## src/design/sdCfgPkg.sv

```systemverilog
`default_nettype none

package sdCfgPkg;

    // ==============================
    // Configuration request
    // ==============================
    typedef enum logic {
        CfgReset = 1'b0,
        CfgInit  = 1'b1
    } cfgAction_t;

    typedef enum logic {
        ClkSlow = 1'b0,
        ClkFast = 1'b1
    } clkSpeed_t;

    typedef struct packed {
        cfgAction_t action;
        clkSpeed_t  clkSpeed;
    } cfgReq_t;

    // ==============================
    // Card clock divider
    // ==============================
    localparam int DivWidth = 4;

    // Slow speed is scaled down from 400 kHz to keep simulations short
    localparam logic [DivWidth-1:0] SlowHalfPeriod = 4'd8;
    localparam logic [DivWidth-1:0] FastHalfPeriod = 4'd1;

    // Clock stays stopped this long before and after a speed change
    localparam int SettleCycles = 4;

endpackage

`default_nettype wire

```

## src/design/sdCmdPkg.sv

```systemverilog
`default_nettype none

package sdCmdPkg;

    // ==============================
    // Frame lengths
    // ==============================
    localparam int CmdLen        = 48;
    localparam int CmdPayloadLen = 40;
    localparam int ShortRespLen  = 48;
    localparam int LongRespLen   = 136;

    // Leading bits of a long response that the CRC does not cover
    localparam int LongCrcSkip   = 8;

    // ==============================
    // CRC7 with x^7 + x^3 + 1
    // ==============================
    localparam int Crc7Len = 7;
    localparam logic [Crc7Len-1:0] Crc7Poly = 7'h09;

    // ==============================
    // Command and response
    // ==============================
    typedef enum logic [1:0] {
        RespNone  = 2'b00,
        RespShort = 2'b01,
        RespLong  = 2'b10
    } respType_t;

    typedef struct packed {
        logic [CmdLen-1:0] data;
        respType_t         respType;
    } cmdReq_t;

    // Short responses sit in the low bits of data
    typedef struct packed {
        logic [LongRespLen-1:0] data;
        logic                   crcErr;
    } respResult_t;

endpackage

`default_nettype wire

```

## src/design/sdCrc7.sv

```systemverilog
`default_nettype none
`timescale 1ns/100ps

module sdCrc7
    import sdCmdPkg::*;
(
    input  logic               clk_fast,
    input  logic               rstN,
    input  logic               clear,
    input  logic               en,
    input  logic               bitIn,
    output logic [Crc7Len-1:0] crc
);

    logic feedback;

    assign feedback = bitIn ^ crc[Crc7Len-1];

    // Serial form, MSB first
    always_ff @(posedge clk_fast or negedge rstN) begin
        if (!rstN) begin
            crc <= '0;
        end else if (clear) begin
            crc <= '0;
        end else if (en) begin
            crc <= {crc[Crc7Len-2:0], 1'b0} ^ (feedback ? Crc7Poly : '0);
        end
    end

endmodule

`default_nettype wire

```

## src/design/sdClockGen.sv

```systemverilog
`default_nettype none
`timescale 1ns/100ps

module sdClockGen
    import sdCfgPkg::*;
(
    input  logic      clk_fast,
    input  logic      rstN,
    input  logic      clkRun,
    input  clkSpeed_t clkSpeed,
    output logic      sdClk,
    output logic      riseTick,
    output logic      fallTick
);

    logic [DivWidth-1:0] divCnt;
    logic [DivWidth-1:0] halfPeriod;
    logic                clkLevel;
    logic                expire;
    logic                riseReg;
    logic                fallReg;

    assign halfPeriod = (clkSpeed == ClkFast) ? FastHalfPeriod : SlowHalfPeriod;
    assign expire     = (divCnt == halfPeriod - 1'b1);

    // Stopping forces the pin low without waiting for the next edge
    assign sdClk    = clkLevel & clkRun;
    assign riseTick = riseReg & clkRun;
    assign fallTick = fallReg & clkRun;

    always_ff @(posedge clk_fast or negedge rstN) begin
        if (!rstN) begin
            divCnt   <= '0;
            clkLevel <= 1'b0;
            riseReg  <= 1'b0;
            fallReg  <= 1'b0;
        end else begin
            riseReg <= 1'b0;
            fallReg <= 1'b0;
            if (!clkRun) begin
                divCnt   <= '0;
                clkLevel <= 1'b0;
            end else if (expire) begin
                divCnt   <= '0;
                clkLevel <= ~clkLevel;
                // Strobe matches the level being entered
                riseReg  <= ~clkLevel;
                fallReg  <= clkLevel;
            end else begin
                divCnt <= divCnt + 1'b1;
            end
        end
    end

    // Strobes are exclusive and a rise strobe marks a real low-to-high edge
    tickEdges: assert property (@(posedge clk_fast) disable iff (!rstN)
        riseTick |-> !fallTick && sdClk && !$past(sdClk));

endmodule

`default_nettype wire

```

## src/design/sdConfigRegs.sv

```systemverilog
`default_nettype none
`timescale 1ns/100ps

module sdConfigRegs
    import sdCfgPkg::*;
(
    input  logic      clk_fast,
    input  logic      rstN,
    input  logic      cfgWrite,
    input  cfgReq_t   cfgReq,
    output logic      clkRun,
    output clkSpeed_t clkSpeed,
    output logic      ready
);

    typedef enum logic [1:0] {
        CfgIdle,
        CfgStop,
        CfgRestart
    } cfgState_t;

    cfgState_t                           state;
    logic [$clog2(SettleCycles)-1:0]     settleCnt;
    cfgReq_t                             pending;

    // ==============================
    // Stop, apply, restart
    // ==============================
    always_ff @(posedge clk_fast or negedge rstN) begin
        if (!rstN) begin
            state     <= CfgIdle;
            settleCnt <= '0;
            clkRun    <= 1'b1;
            clkSpeed  <= ClkSlow;
            ready     <= 1'b0;
        end else begin
            case (state)
                CfgStop: begin
                    if (settleCnt == '0) begin
                        // New setting loads once the clock has been stopped long enough
                        if (pending.action == CfgReset) begin
                            clkSpeed <= ClkSlow;
                            ready    <= 1'b0;
                        end else begin
                            clkSpeed <= pending.clkSpeed;
                            ready    <= 1'b1;
                        end
                        settleCnt <= ($clog2(SettleCycles))'(SettleCycles - 1);
                        state     <= CfgRestart;
                    end else begin
                        settleCnt <= settleCnt - 1'b1;
                    end
                end
                CfgRestart: begin
                    if (settleCnt == '0) begin
                        clkRun <= 1'b1;
                        state  <= CfgIdle;
                    end else begin
                        settleCnt <= settleCnt - 1'b1;
                    end
                end
                default: begin
                end
            endcase

            // A new write restarts the sequence from the top
            if (cfgWrite) begin
                clkRun    <= 1'b0;
                settleCnt <= ($clog2(SettleCycles))'(SettleCycles - 1);
                state     <= CfgStop;
            end
        end
    end

    always_ff @(posedge clk_fast) begin
        if (cfgWrite) begin
            pending <= cfgReq;
        end
    end

    speedChangeStopped: assert property (@(posedge clk_fast) disable iff (!rstN)
        $changed(clkSpeed) |-> !clkRun);

endmodule

`default_nettype wire

```

## src/design/sdCmdTx.sv

```systemverilog
`default_nettype none
`timescale 1ns/100ps

module sdCmdTx
    import sdCmdPkg::*;
(
    input  logic      clk_fast,
    input  logic      rstN,
    input  logic      ready,
    input  logic      fallTick,
    input  logic      cmdStart,
    input  cmdReq_t   cmdReq,
    output logic      sdCmdOut,
    output logic      sdCmdOe,
    output logic      cmdDone,
    output respType_t respType
);

    logic               busy;
    logic [5:0]         bitCnt;
    logic [CmdLen-1:0]  shiftReg;
    respType_t          respTypeReg;
    logic [Crc7Len-1:0] crc;
    logic               startNew;
    logic               sendPayload;
    logic               lastTick;
    logic [5:0]         crcIdx;
    logic               txBit;

    assign startNew    = cmdStart & ready;
    assign sendPayload = busy & fallTick & (bitCnt < 6'(CmdPayloadLen));
    // Fall edge after the end bit closes the frame
    assign lastTick    = busy & fallTick & (bitCnt == 6'(CmdLen));
    assign crcIdx      = 6'(CmdLen - 2) - bitCnt;

    // ==============================
    // Bit select of payload then CRC then end bit
    // ==============================
    always_comb begin
        if (bitCnt < 6'(CmdPayloadLen)) begin
            txBit = shiftReg[CmdLen-1];
        end else if (bitCnt < 6'(CmdLen - 1)) begin
            txBit = crc[crcIdx[2:0]];
        end else begin
            txBit = 1'b1;
        end
    end

    assign cmdDone  = lastTick & ready & ~cmdStart;
    assign respType = respTypeReg;

    always_ff @(posedge clk_fast or negedge rstN) begin
        if (!rstN) begin
            busy     <= 1'b0;
            bitCnt   <= '0;
            sdCmdOut <= 1'b1;
            sdCmdOe  <= 1'b0;
        end else if (startNew) begin
            // Also aborts a frame in flight
            busy     <= 1'b1;
            bitCnt   <= '0;
            sdCmdOut <= 1'b1;
            sdCmdOe  <= 1'b0;
        end else if (!ready || lastTick) begin
            busy     <= 1'b0;
            sdCmdOut <= 1'b1;
            sdCmdOe  <= 1'b0;
        end else if (busy && fallTick) begin
            sdCmdOut <= txBit;
            sdCmdOe  <= 1'b1;
            bitCnt   <= bitCnt + 1'b1;
        end
    end

    always_ff @(posedge clk_fast) begin
        if (startNew) begin
            shiftReg    <= cmdReq.data;
            respTypeReg <= cmdReq.respType;
        end else if (sendPayload) begin
            shiftReg <= {shiftReg[CmdLen-2:0], 1'b0};
        end
    end

    sdCrc7 txCrc (
        .clk_fast (clk_fast),
        .rstN     (rstN),
        .clear    (startNew),
        .en       (sendPayload),
        .bitIn    (shiftReg[CmdLen-1]),
        .crc      (crc)
    );

endmodule

`default_nettype wire

```

## src/design/sdRespRx.sv

```systemverilog
`default_nettype none
`timescale 1ns/100ps

module sdRespRx
    import sdCmdPkg::*;
(
    input  logic        clk_fast,
    input  logic        rstN,
    input  logic        ready,
    input  logic        riseTick,
    input  logic        cmdDone,
    input  respType_t   respType,
    input  logic        sdCmdIn,
    output logic        respDone,
    output respResult_t respResult
);

    typedef enum logic [1:0] {
        RxIdle,
        RxWait,
        RxRecv
    } rxState_t;

    rxState_t               state;
    logic                   longResp;
    logic [7:0]             bitCnt;
    logic [LongRespLen-1:0] shiftReg;
    logic [Crc7Len-1:0]     crc;
    logic                   armed;
    logic                   sampleNow;
    logic                   crcEn;
    logic                   lastBit;
    logic                   finish;
    logic [7:0]             curIdx;
    logic [7:0]             frameLen;
    logic [7:0]             skipLen;

    // Seen by the top-level check against the CMD driver
    assign armed = (state != RxIdle);

    assign frameLen = longResp ? 8'(LongRespLen) : 8'(ShortRespLen);
    assign skipLen  = longResp ? 8'(LongCrcSkip) : 8'd0;

    // Start bit counts as bit 0 of the frame
    assign sampleNow = riseTick & ((state == RxRecv) | ((state == RxWait) & ~sdCmdIn));
    assign curIdx    = (state == RxRecv) ? bitCnt : 8'd0;
    assign crcEn     = sampleNow & (curIdx >= skipLen) & (curIdx < frameLen - 8'(Crc7Len + 1));
    assign lastBit   = sampleNow & (curIdx == frameLen - 8'd1);
    assign finish    = lastBit & ready & ~cmdDone;

    // ==============================
    // Receive FSM
    // ==============================
    always_ff @(posedge clk_fast or negedge rstN) begin
        if (!rstN) begin
            state    <= RxIdle;
            longResp <= 1'b0;
            bitCnt   <= '0;
            respDone <= 1'b0;
        end else begin
            respDone <= 1'b0;
            if (!ready) begin
                state <= RxIdle;
            end else if (cmdDone) begin
                longResp <= (respType == RespLong);
                state    <= (respType == RespNone) ? RxIdle : RxWait;
            end else begin
                case (state)
                    RxWait: begin
                        if (sampleNow) begin
                            bitCnt <= 8'd1;
                            state  <= RxRecv;
                        end
                    end
                    RxRecv: begin
                        if (finish) begin
                            respDone <= 1'b1;
                            state    <= RxIdle;
                        end else if (sampleNow) begin
                            bitCnt <= bitCnt + 1'b1;
                        end
                    end
                    default: begin
                    end
                endcase
            end
        end
    end

    // Last bit goes straight into the result and respDone follows one cycle later
    always_ff @(posedge clk_fast) begin
        if (sampleNow) begin
            shiftReg <= {shiftReg[LongRespLen-2:0], sdCmdIn};
        end
        if (finish) begin
            if (longResp) begin
                respResult.data <= {shiftReg[LongRespLen-2:0], sdCmdIn};
            end else begin
                respResult.data <= {{(LongRespLen - ShortRespLen){1'b0}},
                                    shiftReg[ShortRespLen-2:0], sdCmdIn};
            end
            // CRC field sits just above the end bit
            respResult.crcErr <= (shiftReg[Crc7Len-1:0] != crc) | ~sdCmdIn;
        end
    end

    sdCrc7 rxCrc (
        .clk_fast (clk_fast),
        .rstN     (rstN),
        .clear    (cmdDone),
        .en       (crcEn),
        .bitIn    (sdCmdIn),
        .crc      (crc)
    );

endmodule

`default_nettype wire

```

## src/design/sdController.sv

```systemverilog
`default_nettype none
`timescale 1ns/100ps

module sdController
    import sdCfgPkg::*;
    import sdCmdPkg::*;
(
    input  logic        clk_fast,
    input  logic        rstN,
    input  logic        cfgWrite,
    input  cfgReq_t     cfgReq,
    input  logic        cmdStart,
    input  cmdReq_t     cmdReq,
    output logic        cmdDone,
    output logic        respDone,
    output respResult_t respResult,
    output logic        sdClk,
    output logic        sdCmdOut,
    output logic        sdCmdOe,
    input  logic        sdCmdIn
);

    logic      clkRun;
    clkSpeed_t clkSpeed;
    logic      ready;
    logic      riseTick;
    logic      fallTick;
    respType_t respType;

    // ==============================
    // Configuration and card clock
    // ==============================
    sdConfigRegs cfgRegs (
        .clk_fast (clk_fast),
        .rstN     (rstN),
        .cfgWrite (cfgWrite),
        .cfgReq   (cfgReq),
        .clkRun   (clkRun),
        .clkSpeed (clkSpeed),
        .ready    (ready)
    );

    sdClockGen clkGen (
        .clk_fast (clk_fast),
        .rstN     (rstN),
        .clkRun   (clkRun),
        .clkSpeed (clkSpeed),
        .sdClk    (sdClk),
        .riseTick (riseTick),
        .fallTick (fallTick)
    );

    // ==============================
    // CMD line engines
    // ==============================
    sdCmdTx cmdTx (
        .clk_fast (clk_fast),
        .rstN     (rstN),
        .ready    (ready),
        .fallTick (fallTick),
        .cmdStart (cmdStart),
        .cmdReq   (cmdReq),
        .sdCmdOut (sdCmdOut),
        .sdCmdOe  (sdCmdOe),
        .cmdDone  (cmdDone),
        .respType (respType)
    );

    sdRespRx respRx (
        .clk_fast   (clk_fast),
        .rstN       (rstN),
        .ready      (ready),
        .riseTick   (riseTick),
        .cmdDone    (cmdDone),
        .respType   (respType),
        .sdCmdIn    (sdCmdIn),
        .respDone   (respDone),
        .respResult (respResult)
    );

    // Receiver only listens once the transmitter has released the line
    rxNotWhileDriving: assert property (@(posedge clk_fast) disable iff (!rstN)
        respRx.armed |-> !sdCmdOe);

endmodule

`default_nettype wire

```

## config.mk

```make
export PLATFORM = sky130hd
export DESIGN_NAME = sdController
export DESIGN_NICKNAME = d
export VERILOG_FILES = /design/src/design/sdCfgPkg.sv /design/src/design/sdCmdPkg.sv /design/src/design/sdCrc7.sv /design/src/design/sdClockGen.sv /design/src/design/sdConfigRegs.sv /design/src/design/sdCmdTx.sv /design/src/design/sdRespRx.sv /design/src/design/sdController.sv
export SDC_FILE = /design/constraint.sdc
export NUM_CORES = 1
export LEC_CHECK = 0
export BUFFER_PORTS_ARGS = -buffer_cell sky130_fd_sc_hd__buf_4
export CAP_MARGIN = 10
export CORE_UTILIZATION = 45
export CTS_BUF_LIST = sky130_fd_sc_hd__clkbuf_4
export DETAILED_ROUTE_END_ITERATION = 7
export PLACE_DENSITY = 0.73
export SLEW_MARGIN = 20
export SYNTH_ARGS = -nofsm -noshare
export SYNTH_HDL_FRONTEND = slang
export SYNTH_SLANG_ARGS = --single-unit
```

## constraint.sdc

```tcl
create_clock -name clk_fast -period 26.1 [get_ports clk_fast]
set_input_delay 6.525 -clock clk_fast [delete_from_list [all_inputs] [get_ports clk_fast]]
set_output_delay 6.525 -clock clk_fast [all_outputs]
set_load 0.02 [all_outputs]
```

==> out/results.ini, run 1 <==
[synth]
syn-mean-instance-area_um2=15.9
synth_area_mm2=0.0137
yosysMostFrequentCell=edfxtp_1
synth_enable_flop_cells=324
synth.top_cell.area_share_pct=71.3
synth_top_area_cell=edfxtp_1
ys.flop_type=edfxtp_1
yosysSeqAreaShare_pct=80.3
async_flop_share_pct=13.1
ys_seq_elements=373
synthTopCellsByCount=edfxtp_1 (324), nand2_1 (165), and2_1 (93)
synth_area_leaders=edfxtp_1 (71%), dfrtp_1 (8.6%), nand2_1 (4.5%), and2_1 (4.3%), ha_1 (1.0%)
syn_nets=928
syn_inst=860
ys_warn_count=0
synth_cell_types=59

[route]
wl_per_cell_um=15.4
detail_route.vias_per_cell=4.86
drtIter0Drc=533
num_vias=7657
wirelength_um=24300
drc=0
first_pass_iters=5
antenna_left=0

[cells_and_area]
post-route-util_pct=56.0
nets=1193
finalInstanceArea_mm2=0.0166
drive_gt1_share_pct=29.7
final_cells=1575
area_growth_pct=21.8

[pwr]
power_density_mw_per_mm2=72.4
vdd_drop_max_mv=0.0407
leakage_nw=6.37

[critical_path]
worstPathRequired_ns=19.58
endpoint_kind=output port
critical_path.startpoint_type=primary input
worstPathArrival_ns=7.59
worst-path-max-fanout=12
ff2ff_path_depth=6
worstReg2RegStart=respRx.state[0]$_DFFE_PN0P_
worstSetupPathType=in -> out
timing.rr.end=respRx.shiftReg[124]$_DFFE_PP_
rrSetupSlack_ns=22.26

[sta]
fin_ws_ns=11.98
fin_crit_sh_pct=54.1
rsz0062_at_grt=false
max_slew.worst_pin.slew_ns=0.959
tns_ns=0
fmax_mhz=70.8
final.setup_skew_ns=0.0617
period_minus_slack_ns=14.12
setup_viol=0
slew_headroom_pct=36.1
slew_violations=0
hold_viol_final=0

[grt]
grt_start_max_net_pins=92
antenna_found_initial=2
grt_pass1_wl_um=38600
grt_use_met2_pct=22.9
grt.overflow.total=0
grt-busiest-layer=met2
grt_pass1_vias=7445
grtUsageMet1_pct=22.0
track_usage_pct=15.9
globalRouteMet3Util_pct=5.62

[worst_hold_path]
hp-class=reg -> reg
hp-start=respRx.shiftReg[124]$_DFFE_PP_
whs_path_depth=0
hold_end=respRx.shiftReg[125]$_DFFE_PP_

[clocking]
cts_tree=built
root_buffer=clkbuf_4
numCtsBuffers=89
postCtsHoldBufs=0
clock_path_buffers=3
ctsResizeCount=0
postCtsSetupRepairBufs=0
htree_levels=3
cts.clk_slew.worst_paths_ns=0.06
cts.sink_count=373
worst_skew_pair.late_latency_ns=0.71

[placed_design]
placed_cells=1424
dpl.hpwl_um=15000
numPortBuffers=198
place_congestion=0.804
place_area_mm2=0.0156
place_ws_ns=11.99

[die]
die-area_mm2=0.0310
fp-row-count=63
dieHeight_um=176
boundaryPins=199
die_w_um=176
start_util_pct=45.9
core-area_mm2=0.0297

[run]
maxCapViolCount=0

[outcome]
status=finished clean

sequential cells by signal, indices dropped and copies added (netlist names), 4 cells and up:
register and cells:
respRx.rxCrc.crc 7, clkGen.divCnt 4, respRx.bitCnt 8, cmdTx.txCrc.crc 7, respRx.respResult 137, respRx.shiftReg 135
cmdTx.shiftReg 48, cmdTx.bitCnt 6
placed cells by master, fill, tap and decap left out, types with 8 or more instances in the layout:
cell	netlist	final
clkinv_1	0	16
o21ai_0	17	17
buf_4	1	205
a21oi_1	15	14
inv_1	13	13
clkbuf_4	0	124
dfrtp_1	47	46
edfxtp_1	324	324
and2_1	93	93
nand3_1	13	13
nor2_1	22	22
nor2b_1	8	8
mux2i_1	13	13
ha_1	11	11
nand2_1	165	164
xor2_1	9	9
logic make-up (layout without fill, tap and decap cells):
logic type | count (synthesis) | count (layout) | synth area share (%)
simple gates | 340 | 340 | 12.2
other cells | 0 | 2 | 0
xor+xnor | 16 | 16 | 1.03
buf+inv | 44 | 367 | 1.34
compound gates | 61 | 61 | 3.01
mux | 15 | 15 | 1.20
flops | 373 | 373 | 80.3
fa+ha+maj | 11 | 11 | 1.01
how the worst max path moves through the flow:
| stage | endpoint | slack, ns | from |
|---|---|---|---|
| after floorplan | respRx.respResult[0]$_DFFE_PP_ | 9.16 | cmdStart |
| after global placement | cmdDone | 12.02 | cmdStart |
| after detailed placement | cmdDone | 11.99 | cmdStart |
| after CTS | cmdDone | 11.99 | cmdStart |
| after global routing | cmdDone | 11.90 | cmdStart |
| final | cmdDone | 11.98 | cmdStart |
power breakdown:
| group | total, W | internal (W) | switching, W |
|---|---|---|---|
| clock | 0.000440 | 0.000221 | 0.000219 |
| combinational | 0.0000774 | 0.0000301 | 0.0000473 |
| sequential | 0.000688 | 0.000674 | 0.0000140 |
per-stage QoR:
| stage | hold WS (ns) | total power (W) |
|---|---|---|
| after floorplan | 0.418 | 0.000754 |
| after global placement | 0.421 | 0.000775 |
| after detailed placement | 0.427 | 0.000778 |
| after CTS | 0.375 | 0.00122 |
| after global routing | 0.401 | 0.00127 |
| final | 0.390 | 0.00120 |
final cells by class:
class                      instances  area, um^2
clock inverter                    25         129
clock buffer                     124         931
fill                            2344       13100
antenna                            2        5.00
tap                              390         488
multi-input combinational        443        2540
inverter                          13        48.8
sequential                       373       11000
timing repair buffer             205        1540
metal layers:
metal | part of all wire (%) | routed length [um] | up-vias
li1 | - | - | 3674
met1 | 45 | 10900 | 3648
met2 | 44 | 10800 | 296
met3 | 8.9 | 2160 | 37
met4 | 1.7 | 404 | 2
met5 | 0.066 | 16 | -
worst max-delay path, stage by stage:
cell and delay, ns:
buf_4 0.15, nor2b_1 0.22, and3_1 0.47, buf_4 0.23
Note: power is estimated with default switching activity, not from simulation.
==> inputs of run 2 (changes only) <==
==> constraint.sdc (replaced) <==
create_clock -name clk_fast -period 14.6 [get_ports clk_fast]
set_input_delay 3.65 -clock clk_fast [delete_from_list [all_inputs] [get_ports clk_fast]]
set_output_delay 3.65 -clock clk_fast [all_outputs]
set_load 0.02 [all_outputs]
==> out/results.ini, run 2 (same netlist as run 1, synthesis figures left out) <==
[grt]
grt_start_max_net_pins=92  ; unchanged
grt_pass1_wl_um=38400  ; -0.55%
grt_pass1_vias=7535  ; +1.2%
antenna_found_initial=1  ; -1
grt.overflow.total=0  ; unchanged
track_usage_pct=15.8  ; -0.12 points

[critical_path]
worstPathArrival_ns=4.70  ; -2.89 ns
worstSetupPathType=in -> out
endpoint_kind=output port
worstPathRequired_ns=10.95  ; -8.63 ns
worst-path-max-fanout=12  ; unchanged
critical_path.startpoint_type=primary input

[cells_and_area]
final_cells=1594  ; +1.2%
area_growth_pct=22.7
largest-register=respRx.respResult
nets=1196  ; +0.25%
final_common_cell=edfxtp_1
largest_reg_flops=137  ; unchanged
final_cell_mix=edfxtp_1 (324), buf_4 (205), nand2_1 (164), clkbuf_4 (127), and2_1 (93)
drive_gt1_share_pct=30.0  ; +0.36 points
top_regs=respRx.respResult: 137 flops, respRx.shiftReg: 135 flops, cmdTx.shiftReg: 48 flops
post-route-util_pct=56.4  ; +0.39 points

[die]
die_w_um=176  ; unchanged
dieHeight_um=176  ; unchanged
start_util_pct=45.9  ; unchanged
core-area_mm2=0.0297  ; unchanged
boundaryPins=199  ; unchanged
fp-row-count=63  ; unchanged
die-area_mm2=0.0310  ; unchanged

[clocking]
postCtsHoldBufs=0  ; unchanged
worst_skew_pair.late_latency_ns=0.71  ; about the same
cts.clk_slew.worst_paths_ns=0.07  ; about the same
htree_levels=3  ; unchanged
numCtsBuffers=92  ; +3.4%
cts_tree=built
ctsResizeCount=0  ; unchanged
root_buffer=clkbuf_4
clock_path_buffers=3  ; unchanged
cts.sink_count=373  ; unchanged
postCtsSetupRepairBufs=0  ; unchanged

[route]
first_pass_iters=5  ; unchanged
wl_per_cell_um=15.2  ; -1.6%
routed-wl-met3_um=1960  ; -9.6%
drc=0  ; unchanged
wirelength_um=24200  ; -0.43%
met1_length_um=11100  ; +1.7%
num_vias=7723  ; +0.86%
detail_route.vias_per_cell=4.85  ; -0.34%
dr_wl_met2_um=10700  ; -1.1%
antenna_left=0  ; unchanged
drtIter0Drc=590  ; +11%
highest_layer=met4

[sta]
slew_violations=0  ; unchanged
max_slew.worst_pin.slew_ns=0.971  ; +0.0125 ns
final.setup_skew_ns=0.0567  ; -0.00504 ns
tns_ns=0  ; unchanged
slew_headroom_pct=35.2  ; -0.83 points
rsz0062_at_grt=false
fin_crit_sh_pct=57.2
fmax_mhz=120
hold_viol_final=0  ; unchanged
period_minus_slack_ns=8.35
setup_viol=0  ; unchanged

[run]
maxCapViolCount=0  ; unchanged

[pwr]
leakage_nw=6.43  ; +0.96%
power_density_mw_per_mm2=132  ; +82%
vdd_drop_max_mv=0.0807  ; +98%

[placed_design]
place_congestion=0.809  ; +0.66%
placed_cells=1424  ; unchanged
dpl.hpwl_um=14800  ; -1.3%
numPortBuffers=198  ; unchanged

[outcome]
status=finished clean

[worst_hold_path]
hp-class=reg -> reg

run 2: worst paths after layout:
kind | depth (start not counted) | start | slack [ns] | end
max | 4 | cmdStart | 6.25 | cmdDone
min in group asynchronous | 1 | rstN | 2.98 | cmdTx.bitCnt[4]$_DFFE_PN0P_
min | 0 | respRx.shiftReg[77]$_DFFE_PP_ | 0.42 | respRx.shiftReg[78]$_DFFE_PP_
max reg2reg | 6 | respRx.state[0]$_DFFE_PN0P_ | 11.11 | respRx.shiftReg[76]$_DFFE_PP_
max in group asynchronous | 1 | rstN | 11.13 | respRx.longResp$_DFFE_PN0P_
min reg2reg | 0 | respRx.shiftReg[77]$_DFFE_PP_ | 0.42 | respRx.shiftReg[78]$_DFFE_PP_
run 2: routing by layer:
layer / vias up / GRT usage, %
li1: 3703 / -
met2: 282 / 22.3
met4: 0 / 6.52
met3: 43 / 5.17
met1: 3695 / 22.4
met5: - / 0
run 2: critical path: stages:
cell	delay, ns
buf_4	0.15
nor2b_1	0.20
and3_1	0.47
buf_4	0.23
run 2: cell type report:
type,count,area (um^2)
tap,390,488
timing repair buffer,205,1540
antenna,2,5.00
fill,2333,13000
clock inverter,41,221
multi-input combinational,443,2540
clock buffer,127,953
inverter,13,48.8
sequential,373,11000
run 2: stage by stage:
step                      area [um^2]  hold slack [ns]  total power [W]  setup slack [ns]
after floorplan                 13700            0.418          0.00135             0.532
after global placement          15600            0.422          0.00138              6.26
after detailed placement        15600            0.426          0.00139              6.25
after CTS                       16700            0.400          0.00224              6.25
after global routing            16800            0.416          0.00231              6.11
final                           16800            0.417          0.00220              6.25
run 2: where the power goes:
| part | switching [W] | internal (W) | leakage [nW] |
|---|---|---|---|
| clock network | 0.000408 | 0.000429 | 0.697 |
| registers | 0.0000243 | 0.00120 | 3.52 |
| logic | 0.0000846 | 0.0000536 | 2.21 |
